**src/mem_bus_pkg.sv**
```systemverilog
/*
 * memory bus side definitions
 * transfer direction codes and the states of the miss controller
 */
package mem_bus_pkg;

	localparam logic BUS_READ  = 1'b0;   // refill burst
	localparam logic BUS_WRITE = 1'b1;   // writeback burst

	// miss controller
	typedef enum logic [2:0] {
		IDLE      = 3'd0,   // serving hits
		WB_BURST  = 3'd1,   // victim line going out
		WB_DONE   = 3'd2,   // waiting for write completion
		RF_BURST  = 3'd3,   // line coming in
		RF_FINISH = 3'd4    // metadata update
	} miss_state_t;

endpackage

```
**src/cache_pkg.sv**
```systemverilog
/*
 * data cache common definitions
 * word and byte-enable types, address widths and the per-line
 * metadata record kept in the tag arrays
 */
package cache_pkg;

	localparam int ADDR_WIDTH = 32;                 // byte address
	localparam int DATA_WIDTH = 32;
	localparam int BYTE_SEL_WIDTH = $clog2(DATA_WIDTH / 8);

	// widest tag the metadata can hold, upper bits unused for wider lines
	localparam int TAG_MAX = 28;

	typedef logic [DATA_WIDTH-1:0] word_t;
	typedef logic [DATA_WIDTH/8-1:0] byte_en_t;

	// one line of a way, all zero means invalid
	typedef struct packed {
		logic               valid;
		logic               dirty;
		logic [TAG_MAX-1:0] tag;
	} line_meta_t;

endpackage
```
**src/cache_store_if.sv**
```systemverilog
`timescale 1ns/1ps
/*
 * cache storage interface
 * joins the miss controller, the tag lookup and the per-way arrays
 */
interface cache_store_if #(
	parameter int NUM_WAYS     = 2,
	parameter int INDEX_WIDTH  = 2,
	parameter int OFFSET_WIDTH = 2
);
	localparam int WAY_W = (NUM_WAYS > 1) ? $clog2(NUM_WAYS) : 1;

	// from the miss controller
	logic [OFFSET_WIDTH-1:0]          rd_off;
	logic                             meta_we;
	logic [WAY_W-1:0]                 meta_way;
	cache_pkg::line_meta_t            meta_wdata;
	logic                             data_we;
	logic [WAY_W-1:0]                 data_way;
	logic [OFFSET_WIDTH-1:0]          data_off;
	cache_pkg::word_t                 data_wdata;
	logic [WAY_W-1:0]                 rr_ptr;

	// from the lookup
	logic [INDEX_WIDTH-1:0]           index;
	logic [cache_pkg::TAG_MAX-1:0]    tag;
	logic                             hit;
	logic [WAY_W-1:0]                 hit_way;
	logic [WAY_W-1:0]                 victim_way;
	cache_pkg::line_meta_t            victim_meta;

	// from the arrays, one entry per way
	cache_pkg::line_meta_t            rd_meta [NUM_WAYS];
	cache_pkg::word_t                 rd_data [NUM_WAYS];

	modport ctrl (
		output rd_off, meta_we, meta_way, meta_wdata,
		output data_we, data_way, data_off, data_wdata, rr_ptr,
		input  index, tag, hit, hit_way, victim_way, victim_meta, rd_data
	);

	modport lookup (
		input  rd_meta, rr_ptr,
		output index, tag, hit, hit_way, victim_way, victim_meta
	);

	modport store (
		input  index, rd_off, meta_we, meta_way, meta_wdata,
		input  data_we, data_way, data_off, data_wdata,
		output rd_meta, rd_data
	);

endinterface

```
**src/dcache_top.sv**
```systemverilog
`timescale 1ns/1ps
/*
 * set-associative write-back data cache
 * CPU load/store port in front of a burst memory bus; ties the lookup,
 * the miss controller and the per-way tag and data arrays together
 */
module dcache_top #(
	parameter int NUM_WAYS     = 2,
	parameter int INDEX_WIDTH  = 2,
	parameter int OFFSET_WIDTH = 2
) (
	input  logic                             clk,
	input  logic                             rst,
	// CPU side
	input  logic [cache_pkg::ADDR_WIDTH-1:0] cpu_addr,
	input  cache_pkg::byte_en_t              cpu_byte_en,
	input  logic                             cpu_read,
	input  logic                             cpu_write,
	input  cache_pkg::word_t                 cpu_wr_data,
	output cache_pkg::word_t                 cpu_rd_data,
	output logic                             cpu_stall,
	// memory side
	output logic [cache_pkg::ADDR_WIDTH-1:0] mem_addr,
	output logic                             mem_addr_valid,
	output logic                             mem_we,
	output cache_pkg::word_t                 mem_wr_data,
	output logic                             mem_wr_valid,
	output logic                             mem_wr_last,
	input  logic                             mem_addr_ready,
	input  logic                             mem_rd_valid,
	input  cache_pkg::word_t                 mem_rd_data,
	input  logic                             mem_wr_ready,
	input  logic                             mem_wr_done
);
	localparam int WAY_W = (NUM_WAYS > 1) ? $clog2(NUM_WAYS) : 1;

	cache_store_if #(
		.NUM_WAYS     (NUM_WAYS),
		.INDEX_WIDTH  (INDEX_WIDTH),
		.OFFSET_WIDTH (OFFSET_WIDTH)
	) store_bus ();

	cache_lookup #(
		.NUM_WAYS     (NUM_WAYS),
		.INDEX_WIDTH  (INDEX_WIDTH),
		.OFFSET_WIDTH (OFFSET_WIDTH)
	) u_lookup (
		.cpu_addr (cpu_addr),
		.store    (store_bus.lookup)
	);

	cache_miss_fsm #(
		.NUM_WAYS     (NUM_WAYS),
		.INDEX_WIDTH  (INDEX_WIDTH),
		.OFFSET_WIDTH (OFFSET_WIDTH)
	) u_miss_fsm (
		.clk, .rst,
		.cpu_addr, .cpu_byte_en, .cpu_read, .cpu_write, .cpu_wr_data,
		.cpu_rd_data, .cpu_stall,
		.mem_addr, .mem_addr_valid, .mem_we, .mem_wr_data, .mem_wr_valid, .mem_wr_last,
		.mem_addr_ready, .mem_rd_valid, .mem_rd_data, .mem_wr_ready, .mem_wr_done,
		.store (store_bus.ctrl)
	);

	for (genvar w = 0; w < NUM_WAYS; w++) begin : g_way
		cache_ram #(
			.DEPTH_WIDTH (INDEX_WIDTH),
			.payload_t   (cache_pkg::line_meta_t)
		) u_meta_ram (
			.clk, .rst,
			.rd_addr (store_bus.index),
			.rd_data (store_bus.rd_meta[w]),
			.we      (store_bus.meta_we && (store_bus.meta_way == WAY_W'(w))),
			.wr_addr (store_bus.index),
			.wr_data (store_bus.meta_wdata)
		);

		// one word per entry, addressed by set and word offset
		cache_ram #(
			.DEPTH_WIDTH (INDEX_WIDTH + OFFSET_WIDTH),
			.payload_t   (cache_pkg::word_t)
		) u_data_ram (
			.clk, .rst,
			.rd_addr ({store_bus.index, store_bus.rd_off}),
			.rd_data (store_bus.rd_data[w]),
			.we      (store_bus.data_we && (store_bus.data_way == WAY_W'(w))),
			.wr_addr ({store_bus.index, store_bus.data_off}),
			.wr_data (store_bus.data_wdata)
		);
	end

endmodule

```
**src/cache_miss_fsm.sv**
```systemverilog
`timescale 1ns/1ps
/*
 * cache miss controller
 * serves hits, merges write-hit bytes, runs the writeback and refill
 * bursts on the memory bus and stalls the CPU until the line is in
 */
module cache_miss_fsm #(
	parameter int NUM_WAYS     = 2,
	parameter int INDEX_WIDTH  = 2,
	parameter int OFFSET_WIDTH = 2
) (
	input  logic                             clk,
	input  logic                             rst,
	input  logic [cache_pkg::ADDR_WIDTH-1:0] cpu_addr,
	input  cache_pkg::byte_en_t              cpu_byte_en,
	input  logic                             cpu_read,
	input  logic                             cpu_write,
	input  cache_pkg::word_t                 cpu_wr_data,
	output cache_pkg::word_t                 cpu_rd_data,
	output logic                             cpu_stall,
	output logic [cache_pkg::ADDR_WIDTH-1:0] mem_addr,
	output logic                             mem_addr_valid,
	output logic                             mem_we,
	output cache_pkg::word_t                 mem_wr_data,
	output logic                             mem_wr_valid,
	output logic                             mem_wr_last,
	input  logic                             mem_addr_ready,
	input  logic                             mem_rd_valid,
	input  cache_pkg::word_t                 mem_rd_data,
	input  logic                             mem_wr_ready,
	input  logic                             mem_wr_done,
	cache_store_if.ctrl                      store
);
	localparam int WAY_W = (NUM_WAYS > 1) ? $clog2(NUM_WAYS) : 1;
	localparam int LINE_LSB = OFFSET_WIDTH + cache_pkg::BYTE_SEL_WIDTH;
	localparam int TAG_WIDTH = cache_pkg::ADDR_WIDTH - INDEX_WIDTH - LINE_LSB;
	localparam logic [OFFSET_WIDTH-1:0] LAST_BEAT = '1;

	mem_bus_pkg::miss_state_t state;
	logic [OFFSET_WIDTH-1:0] beat;        // word position inside the burst
	logic [WAY_W-1:0] vway;
	logic [WAY_W-1:0] rr_ptr;
	logic [OFFSET_WIDTH-1:0] cpu_off;
	logic cpu_req;
	logic miss;
	logic wb_needed;
	logic [cache_pkg::ADDR_WIDTH-1:0] victim_addr;
	logic [cache_pkg::ADDR_WIDTH-1:0] refill_addr;
	cache_pkg::word_t merged;

	assign cpu_off   = cpu_addr[cache_pkg::BYTE_SEL_WIDTH +: OFFSET_WIDTH];
	assign cpu_req   = cpu_read || cpu_write;
	assign miss      = cpu_req && !store.hit;
	assign wb_needed = store.victim_meta.valid && store.victim_meta.dirty;

	assign victim_addr = {store.victim_meta.tag[TAG_WIDTH-1:0], store.index,
		{LINE_LSB{1'b0}}};
	assign refill_addr = {cpu_addr[cache_pkg::ADDR_WIDTH-1:LINE_LSB], {LINE_LSB{1'b0}}};

	// hits go through with no wait state
	assign cpu_stall   = cpu_req && (state != mem_bus_pkg::IDLE || !store.hit);
	assign cpu_rd_data = store.rd_data[store.hit_way];

	// writeback words come straight from the victim's data array
	assign store.rd_off = (state == mem_bus_pkg::IDLE) ? cpu_off : beat;
	assign mem_wr_data  = store.rd_data[vway];
	assign mem_wr_last  = mem_wr_valid && (beat == LAST_BEAT);
	assign store.rr_ptr = rr_ptr;

	always_comb begin
		merged = store.rd_data[store.hit_way];
		for (int b = 0; b < cache_pkg::DATA_WIDTH / 8; b++) begin
			if (cpu_byte_en[b])
				merged[8*b +: 8] = cpu_wr_data[8*b +: 8];
		end
	end

	// array write port steering
	always_comb begin
		store.data_we    = 1'b0;
		store.data_way   = store.hit_way;
		store.data_off   = cpu_off;
		store.data_wdata = merged;
		store.meta_we    = 1'b0;
		store.meta_way   = store.hit_way;
		store.meta_wdata = '{valid: 1'b1, dirty: 1'b1, tag: store.tag};
		case (state)
			mem_bus_pkg::IDLE: begin
				store.data_we = cpu_write && store.hit;   // write hit
				store.meta_we = cpu_write && store.hit;
			end
			mem_bus_pkg::WB_DONE: begin
				store.meta_we    = mem_wr_done;   // line leaves the cache
				store.meta_way   = vway;
				store.meta_wdata = '0;
			end
			mem_bus_pkg::RF_BURST: begin
				store.data_we    = mem_rd_valid;
				store.data_way   = vway;
				store.data_off   = beat;
				store.data_wdata = mem_rd_data;
			end
			mem_bus_pkg::RF_FINISH: begin
				store.meta_we    = 1'b1;
				store.meta_way   = vway;
				store.meta_wdata = '{valid: 1'b1, dirty: 1'b0, tag: store.tag};
			end
			default: begin
			end
		endcase
	end

	always_ff @(posedge clk or negedge rst) begin
		if (!rst) begin
			state          <= mem_bus_pkg::IDLE;
			beat           <= '0;
			rr_ptr         <= '0;
			mem_addr_valid <= 1'b0;
			mem_we         <= mem_bus_pkg::BUS_READ;
			mem_wr_valid   <= 1'b0;
		end else begin
			if (mem_addr_valid && mem_addr_ready)
				mem_addr_valid <= 1'b0;   // address taken
			case (state)
				mem_bus_pkg::IDLE: begin
					if (miss) begin
						beat           <= '0;
						mem_addr_valid <= 1'b1;
						if (wb_needed) begin
							state        <= mem_bus_pkg::WB_BURST;
							mem_we       <= mem_bus_pkg::BUS_WRITE;
							mem_wr_valid <= 1'b1;
						end else begin
							state  <= mem_bus_pkg::RF_BURST;
							mem_we <= mem_bus_pkg::BUS_READ;
						end
					end
				end
				mem_bus_pkg::WB_BURST: begin
					if (mem_wr_valid && mem_wr_ready) begin
						if (beat == LAST_BEAT) begin
							mem_wr_valid <= 1'b0;
							state        <= mem_bus_pkg::WB_DONE;
						end else begin
							beat <= beat + 1'b1;
						end
					end
				end
				mem_bus_pkg::WB_DONE: begin
					if (mem_wr_done) begin   // now fetch the requested line
						beat           <= '0;
						mem_addr_valid <= 1'b1;
						mem_we         <= mem_bus_pkg::BUS_READ;
						state          <= mem_bus_pkg::RF_BURST;
					end
				end
				mem_bus_pkg::RF_BURST: begin
					if (mem_rd_valid) begin
						beat <= beat + 1'b1;
						if (beat == LAST_BEAT)
							state <= mem_bus_pkg::RF_FINISH;
					end
				end
				mem_bus_pkg::RF_FINISH: begin
					rr_ptr <= (rr_ptr == WAY_W'(NUM_WAYS - 1)) ? '0 : rr_ptr + 1'b1;
					state  <= mem_bus_pkg::IDLE;
				end
				default: state <= mem_bus_pkg::IDLE;
			endcase
		end
	end

	// burst address and victim way, loaded when a burst starts
	always_ff @(posedge clk) begin
		if (state == mem_bus_pkg::IDLE && miss) begin
			vway     <= store.victim_way;
			mem_addr <= wb_needed ? victim_addr : refill_addr;
		end else if (state == mem_bus_pkg::WB_DONE && mem_wr_done) begin
			mem_addr <= refill_addr;
		end
	end

	a_addr_hold: assert property (@(posedge clk) disable iff (!rst)
		mem_addr_valid && !mem_addr_ready |=> mem_addr_valid && $stable(mem_addr))
		else $error("burst address withdrawn or changed before mem_addr_ready");

	// victim line must not change under a stalled writeback word
	a_wr_hold: assert property (@(posedge clk) disable iff (!rst)
		mem_wr_valid && !mem_wr_ready |=> mem_wr_valid && $stable(mem_wr_data))
		else $error("write word not held while mem_wr_ready low");

endmodule

```
**src/cache_lookup.sv**
```systemverilog
`timescale 1ns/1ps
/*
 * tag lookup
 * splits the CPU address, compares the tag against every way of the
 * selected set and picks the hit way and the replacement victim
 */
module cache_lookup #(
	parameter int NUM_WAYS     = 2,
	parameter int INDEX_WIDTH  = 2,
	parameter int OFFSET_WIDTH = 2
) (
	input  logic [cache_pkg::ADDR_WIDTH-1:0] cpu_addr,
	cache_store_if.lookup                    store
);
	localparam int WAY_W = (NUM_WAYS > 1) ? $clog2(NUM_WAYS) : 1;
	localparam int LINE_LSB = OFFSET_WIDTH + cache_pkg::BYTE_SEL_WIDTH;
	localparam int TAG_WIDTH = cache_pkg::ADDR_WIDTH - INDEX_WIDTH - LINE_LSB;

	logic [NUM_WAYS-1:0] way_hit;
	logic [NUM_WAYS-1:0] way_free;

	assign store.index = cpu_addr[LINE_LSB +: INDEX_WIDTH];

	// tag zero-extended to the metadata field
	always_comb begin
		store.tag = '0;
		store.tag[TAG_WIDTH-1:0] = cpu_addr[cache_pkg::ADDR_WIDTH-1 -: TAG_WIDTH];
	end

	always_comb begin
		for (int w = 0; w < NUM_WAYS; w++) begin
			way_hit[w]  = store.rd_meta[w].valid && (store.rd_meta[w].tag == store.tag);
			way_free[w] = !store.rd_meta[w].valid;
		end
	end

	// scan downward so the lowest matching way wins
	always_comb begin
		store.hit        = |way_hit;
		store.hit_way    = '0;
		store.victim_way = store.rr_ptr;   // set full, take round-robin way
		for (int w = NUM_WAYS - 1; w >= 0; w--) begin
			if (way_hit[w])
				store.hit_way = WAY_W'(w);
			if (way_free[w])
				store.victim_way = WAY_W'(w);
		end
		store.victim_meta = store.rd_meta[store.victim_way];
	end

	// a refill only ever loads a tag that missed in the set
	always_comb begin
		a_one_hit: assert final ($onehot0(way_hit))
			else $error("tag present in more than one way of set %0d", store.index);
	end

endmodule

```
**src/cache_ram.sv**
```systemverilog
`timescale 1ns/1ps
/*
 * register array storage
 * asynchronous read, one synchronous write port; the entry type is
 * a parameter so the same array holds tags or data words
 */
module cache_ram #(
	parameter int  DEPTH_WIDTH = 2,
	parameter type payload_t   = logic [31:0]
) (
	input  logic                   clk,
	input  logic                   rst,
	input  logic [DEPTH_WIDTH-1:0] rd_addr,
	output payload_t               rd_data,
	input  logic                   we,
	input  logic [DEPTH_WIDTH-1:0] wr_addr,
	input  payload_t               wr_data
);
	localparam int DEPTH = 2 ** DEPTH_WIDTH;

	payload_t mem [DEPTH];

	// cleared entries read back as invalid metadata
	always_ff @(posedge clk or negedge rst) begin
		if (!rst) begin
			for (int i = 0; i < DEPTH; i++) begin
				mem[i] <= '0;
			end
		end else if (we) begin
			mem[wr_addr] <= wr_data;
		end
	end

	assign rd_data = mem[rd_addr];   // same-cycle read

endmodule

```
**config.mk**
```make
export PLATFORM = sky130hd
export DESIGN_NAME = dcache_top
export DESIGN_NICKNAME = d
export VERILOG_FILES = /design/src/mem_bus_pkg.sv /design/src/cache_pkg.sv /design/src/cache_store_if.sv /design/src/dcache_top.sv /design/src/cache_miss_fsm.sv /design/src/cache_lookup.sv /design/src/cache_ram.sv
export SDC_FILE = /design/constraint.sdc
export NUM_CORES = 2
export LEC_CHECK = 0
export BUFFER_PORTS_ARGS = -buffer_cell sky130_fd_sc_hd__buf_2
export CORE_MARGIN = 8
export CORE_UTILIZATION = 58
export CTS_CLUSTER_SIZE = 25
export DETAILED_ROUTE_END_ITERATION = 6
export GPL_TIMING_DRIVEN = 0
export PLACE_DENSITY = 0.73
export SLEW_MARGIN = 20
export SYNTH_ARGS = -nofsm -noshare
export SYNTH_HDL_FRONTEND = slang
export SYNTH_SLANG_ARGS = --single-unit
```
**constraint.sdc**
```tcl
create_clock -name clk -period 5.3 [get_ports clk]
set_input_delay 0.795 -clock clk [delete_from_list [all_inputs] [get_ports clk]]
set_output_delay 0.795 -clock clk [all_outputs]
set_load 0.005 [all_outputs]
```
Word-level counts from Yosys, hierarchy flattened. Cells that the tools add are included.

Flip-flop bits (word level): 1306. Bits in latches: 0. Bits in writable memories: 0. Bits in read-only memories: 0. Bits of input ports: 108. Output and inout bits: 101. Word-level logic and storage cells: 205. Memories kept: 0.

Add/sub/neg operators: 2. Multiply operators: 0. Div/mod/pow operators: 0. Magnitude comparators: 8. Equality and inequality tests: 15. Shift-type cells: 0. Muxes and demuxes: 76. Bitwise operators: 8. Reductions and logical operators: 32.

Operator list (number): 512-bit bitwise mux (2); 32-bit two-way mux (15); 32-bit binary-select mux with 4-bit select (2); 120-bit bitwise mux (2); 30-bit two-way mux (8); 32-bit demux with 4-bit select (1); 30-bit binary-select mux with 2-bit select (2); 30-bit demux with 2-bit select (1); 30-bit case mux with 2 select lines (1); 28-bit by 26-bit equality test with 1-bit output (2); 8-bit two-way mux (4); 3-bit two-way mux (6); 1-bit logical AND (17); 1-bit two-way mux (17); 2-bit two-way mux (8); 3-bit case mux with 4 select lines (1); 6-bit AND reduction (2); 5-bit greater-or-equal comparator (second input constant) (2); 2-bit by 1-bit inequality test with 1-bit output (second input constant) (5); 4-bit inverter with 5-bit output (2); 1-bit case mux with 2 select lines (4); 2-bit case mux with 4 select lines (1); 3-bit by 2-bit equality test with 1-bit output (second input constant) (2); 2-bit greater-or-equal comparator (second input constant) (3); 22 further kinds (31).

Longest topological paths before layout.
Word-level depth: 15. Depth in mapped cells: 16. Mapped depth without buffers: 9.

Cells and area by module. A second synthesis with hierarchy kept.

Cell total of the unflattened synthesis: 3948. Area, all modules: 60758.3 um2.

Modules (own cells, without submodules): cache_ram (g_way[0].u_data_ram ...) (times used 2, cells an instance 1405, area each 22774.3 um2, seq. area each 12812.3 um2); cache_ram (g_way[0].u_meta_ram ...) (times used 2, cells an instance 292, area each 5163.7 um2, seq. area each 3002.9 um2); cache_miss_fsm (times used 1, cells an instance 347, area each 3663.5 um2, seq. area each 1096.1 um2); cache_lookup (times used 1, cells an instance 203, area each 1186.1 um2, seq. area each 0.0 um2); dcache_top (times used 1, cells an instance 4, area each 32.5 um2, seq. area each 0.0 um2).

Least setup slack after synthesis. OpenSTA, ideal clock, no wires.

Path type: input-to-output. Start point: in cpu_addr[4] (netlist bit). End point: out cpu_rd_data[10]. Arrival time: 3.626 ns. Data required time: 4.505 ns. Path slack: 0.879 ns. Cell stages on the path: 11. Buffers on the path: 5. Path through: buf_2 -> buf_6 -> buf_4 -> mux4_2 -> xnor2_1 -> nand4_1 -> nor3_2 -> o211a_1 -> clkbuf_1 -> clkbuf_1 -> mux2_2.

Longest elaborated chain between the ends: 12. Elaborated cells between the ends (all ways): 24. Classes of those cells: eq/ne: 2; mux: 17; bitwise: 3; reduce/logical: 2.

RTL lines: from (decl) (RTL line dcache_top.sv:15) `input logic [cache_pkg::ADDR_WIDTH-1:0] cpu_addr,`; 2-bit inverter with 3-bit output (not written as such) (RTL line cache_ram.sv:34) `assign rd_data = mem[rd_addr];`; 30-bit binary-select mux with 2-bit select (RTL line cache_ram.sv:34); 30-bit two-way mux (not written as such) (2 in series) (RTL line cache_ram.sv:34); 28-bit by 26-bit equality test with 1-bit output (RTL line cache_lookup.sv:32) `way_hit[w] = store.rd_meta[w].valid && (store.rd_meta[w].tag == store.tag);`; 1-bit logical AND (RTL line cache_lookup.sv:32); 1-bit two-way mux (2 in series) (RTL line cache_lookup.sv:43) `if (way_hit[w])`; 1-bit inverter with 2-bit output (not written as such) (RTL line cache_miss_fsm.sv:62) `assign cpu_rd_data = store.rd_data[store.hit_way];`; 32-bit two-way mux (not written as such) * (3 in series) (RTL line cache_miss_fsm.sv:62); to (decl) (RTL line dcache_top.sv:20) `output cache_pkg::word_t cpu_rd_data,`.

Every way passes the cells marked *; elsewhere a longest branch is shown, timed or not. The select of a mux whose other input is x is not followed.

Worst setup path in the final report.
Start point: in cpu_addr[5] (netlist bit). End point: out cpu_rd_data[23].

The elaborated chain is that of the path after synthesis.

==> impl_metrics.ini <==
[run_status]
status = finished with violations
violations = negative setup slack

[yosys]
synth_top_area_share_pct = 50.40
avgSynthCellArea_um2 = 11.61
seq_area_frac_synth_pct = 51.80
ys.flop_type = dfrtp_1
netlist_area_um2 = 62410
synth.area.top_cells = dfrtp_1, mux2i_1, o2bb2ai_1
yosysMostFrequentCell = dfrtp_1
post-synth-top-area-cell = dfrtp_1
synthCells = 5377
yosys_warnings = 0
synth_edf_count = 29
synthArstFlopShare_pct = 97.74
synth_cell_types = 74
ys_seq_elements = 1286
synth_commonest_cells = dfrtp_1, nand2_1, mux2i_1, o2bb2ai_1, o21ai_0

[sta]
worst_pin_slew_ns = 1.194
maxSlewHeadroom_pct = 20.37
fmax_mhz = 186.4
hold_viol = 0
tns_ns = -0.08391
setup_viol = 4
fin_crit_ns = 5.365
whs_ns = 0.2052
timing.final.ws_setup_ns = -0.06469
drv_slew = 0
rsz0062_at_grt = yes
timing.final.crit_share_pct = 101.2
skew_ns = 0.03748

[floorplanning]
die_h_um = 344.0
io_pins = 209
fp.dieW_um = 344.0
num_rows = 120
die_area_um2 = 118400
start_util_pct = 58.38
core_um2 = 106900

[place]
gp_congestion = 0.9660
place_inst = 6997
post-place-ws_ns = -1.495
portBuffers = 195
dp_hpwl_mm = 154.1
placed_area_um2 = 65570

[clocking]
cts_tree = done
htreeDepth = 4
path_clk_slew_ns = 0.06
worstSkewPairLatency_ns = 0.78
clockBufferDepth = 3
cts_made_buffers = 138
root_buffer = clkbuf_16
cts.sinks = 1286

[setup_path]
crit_required_ns = 4.51
path_max_fanout = 10
path_class = input port to primary output
cp_common_cell = buf_6
cp_slowest_cell = clkbuf_1
reg2reg_depth = 12
crit_arrival_ns = 4.57
path_delay_family = buffers and inverters
slowest_delay_ns = 0.73
worstPathCellList = buf_2 > buf_6 > buf_6 > buf_6 > buf_6 > buf_8 > clkbuf_4 > clkbuf_1 > mux4_2 > mux2i_1 > mux2_2 > buf_2
path_buf_inv = 9
cp_num_cells = 12
endpoint_kind = primary output
startpoint_type = input port

[grt]
antenna_found_initial = 9
grt_util_all_layers_pct = 37.71
grt_max_degree = 142
grt_pass1_wl_mm = 329.1
grt_pass1_vias = 49480
grt_remaining_overflow = 0

[layout]
syn2layout_area_growth_pct = 13.46
finalNetCount = 5861
final.fill_count = 8179
design_area_um2 = 70810
ff_latch_area_um2 = 32330
final_cells = 7262
layout-drive-gt1-share_pct = 18.54
fin_util_pct = 66.24
multiInputGateArea_um2 = 28240

[drt]
wl_per_cell_um = 31.12
drt_iter0_markers = 6588
viasPerCell = 6.853
postRouteAntennaNets = 0
drc = 0
via_count = 49770
totalWireLength_mm = 226.0
first_pass_iters = 7

[min_path]
hold_class = input port to flip-flop
hold_depth = 2

[job]
maxCapViolations = 0

[pwr]
cellPowerDensity_nw_per_um2 = 538.1
cellLeakagePower_nw = 32.17
vdd_drop_max_uv = 339.8
finalPower_mw = 38.11
-- layout by cell type (no fill, tap or decap), types with 142 or more instances in the layout --
cell type	n
dfrtp_1	1257
nand2_1	822
mux2i_1	627
o2bb2ai_1	518
o21ai_0	486
buf_2	269
clkbuf_1	251
mux2_2	194
mux4_2	165
nand3_1	152
clkbuf_16	142
-- area by class of cell --
cell class | instances | share of cell area, %
repair inverters | 1 | 0.007068
flip-flops and latches | 1286 | 45.65
repair buffers | 233 | 2.256
well taps | 1403 | 2.479
multi-input cells | 3644 | 39.88
clock inverters | 37 | 0.5672
plain buffers | 427 | 3.241
clock buffers | 204 | 5.771
inverters | 21 | 0.1202
diodes | 6 | 0.02120
-- worst paths after layout --
check	startpoint	to	slack [ns]
worst min register to register	g_way[0].u_data_ram.mem[49]	g_way[0].u_data_ram.mem[49]	0.48
min in group asynchronous	rst	g_way[0].u_data_ram.mem[15]	0.55
max in group asynchronous	rst	g_way[1].u_data_ram.mem[112]	1.80
worst max register to register	u_miss_fsm.state[0]	g_way[1].u_data_ram.mem[238]	0.01
worst max-delay path	cpu_addr[5]	cpu_rd_data[23]	-0.06
worst min-delay path	mem_addr_ready	u_miss_fsm.mem_addr_valid	0.21
-- per-layer routing --
| metal | global-route usage, % | part of all wire (%) | up-vias |
|---|---|---|---|
| li1 | - | - | 20380 |
| met1 | 49.26 | 37 | 25010 |
| met2 | 53.74 | 42 | 3550 |
| met3 | 14.02 | 14 | 827 |
| met4 | 22.22 | 6.5 | 4 |
| met5 | 0.4996 | 0.039 | - |
-- what timing repair did --
| item | CTS | global route |
|---|---|---|
| setup endpoints to repair | 1068 | 135 |
| pin swaps | 2 | 1 |
| gates resized for setup | 89 | 53 |
| setup buffers | 13 | 3 |
| endpoints found under the hold margin | 16 | 0 |
| hold buffers | 1 | 0 |
| cloned | 1 | 0 |
-- registers in the layout (all words and copies together), names as in the netlist --
signal and cells:
u_miss_fsm.mem_wr_valid 1, g_way.u_meta_ram.mem 224, u_miss_fsm.store.rr_ptr 1, u_miss_fsm.mem_addr 28
u_miss_fsm.mem_addr_valid 1, u_miss_fsm.state 3, g_way.u_data_ram.mem 1024, u_miss_fsm.mem_we 1
u_miss_fsm.vway 1, u_miss_fsm.beat 2
-- power breakdown --
group	leakage [nW]	internal (mW)	switching [mW]
logic	12.5	5.29	9.48
clock network	2.21	5.63	4.09
registers	17.5	12.3	1.29
-- cell families (layout without fill, tap and decap cells) --
family | after synthesis | after routing | synth area share (%)
adders and majority gates | 1 | 1 | 0.02004
and+or+nand+nor | 1263 | 1263 | 8.591
DFF | 1286 | 1286 | 51.80
AOI/OAI and AO/OA | 1213 | 1213 | 13.46
muxes | 1125 | 1125 | 22.02
other | 1 | 10 | 0.006009
buffers and inverters | 450 | 923 | 3.577
xor gates and xnor gates | 38 | 38 | 0.5333
Power figures use the tool's default switching activity.
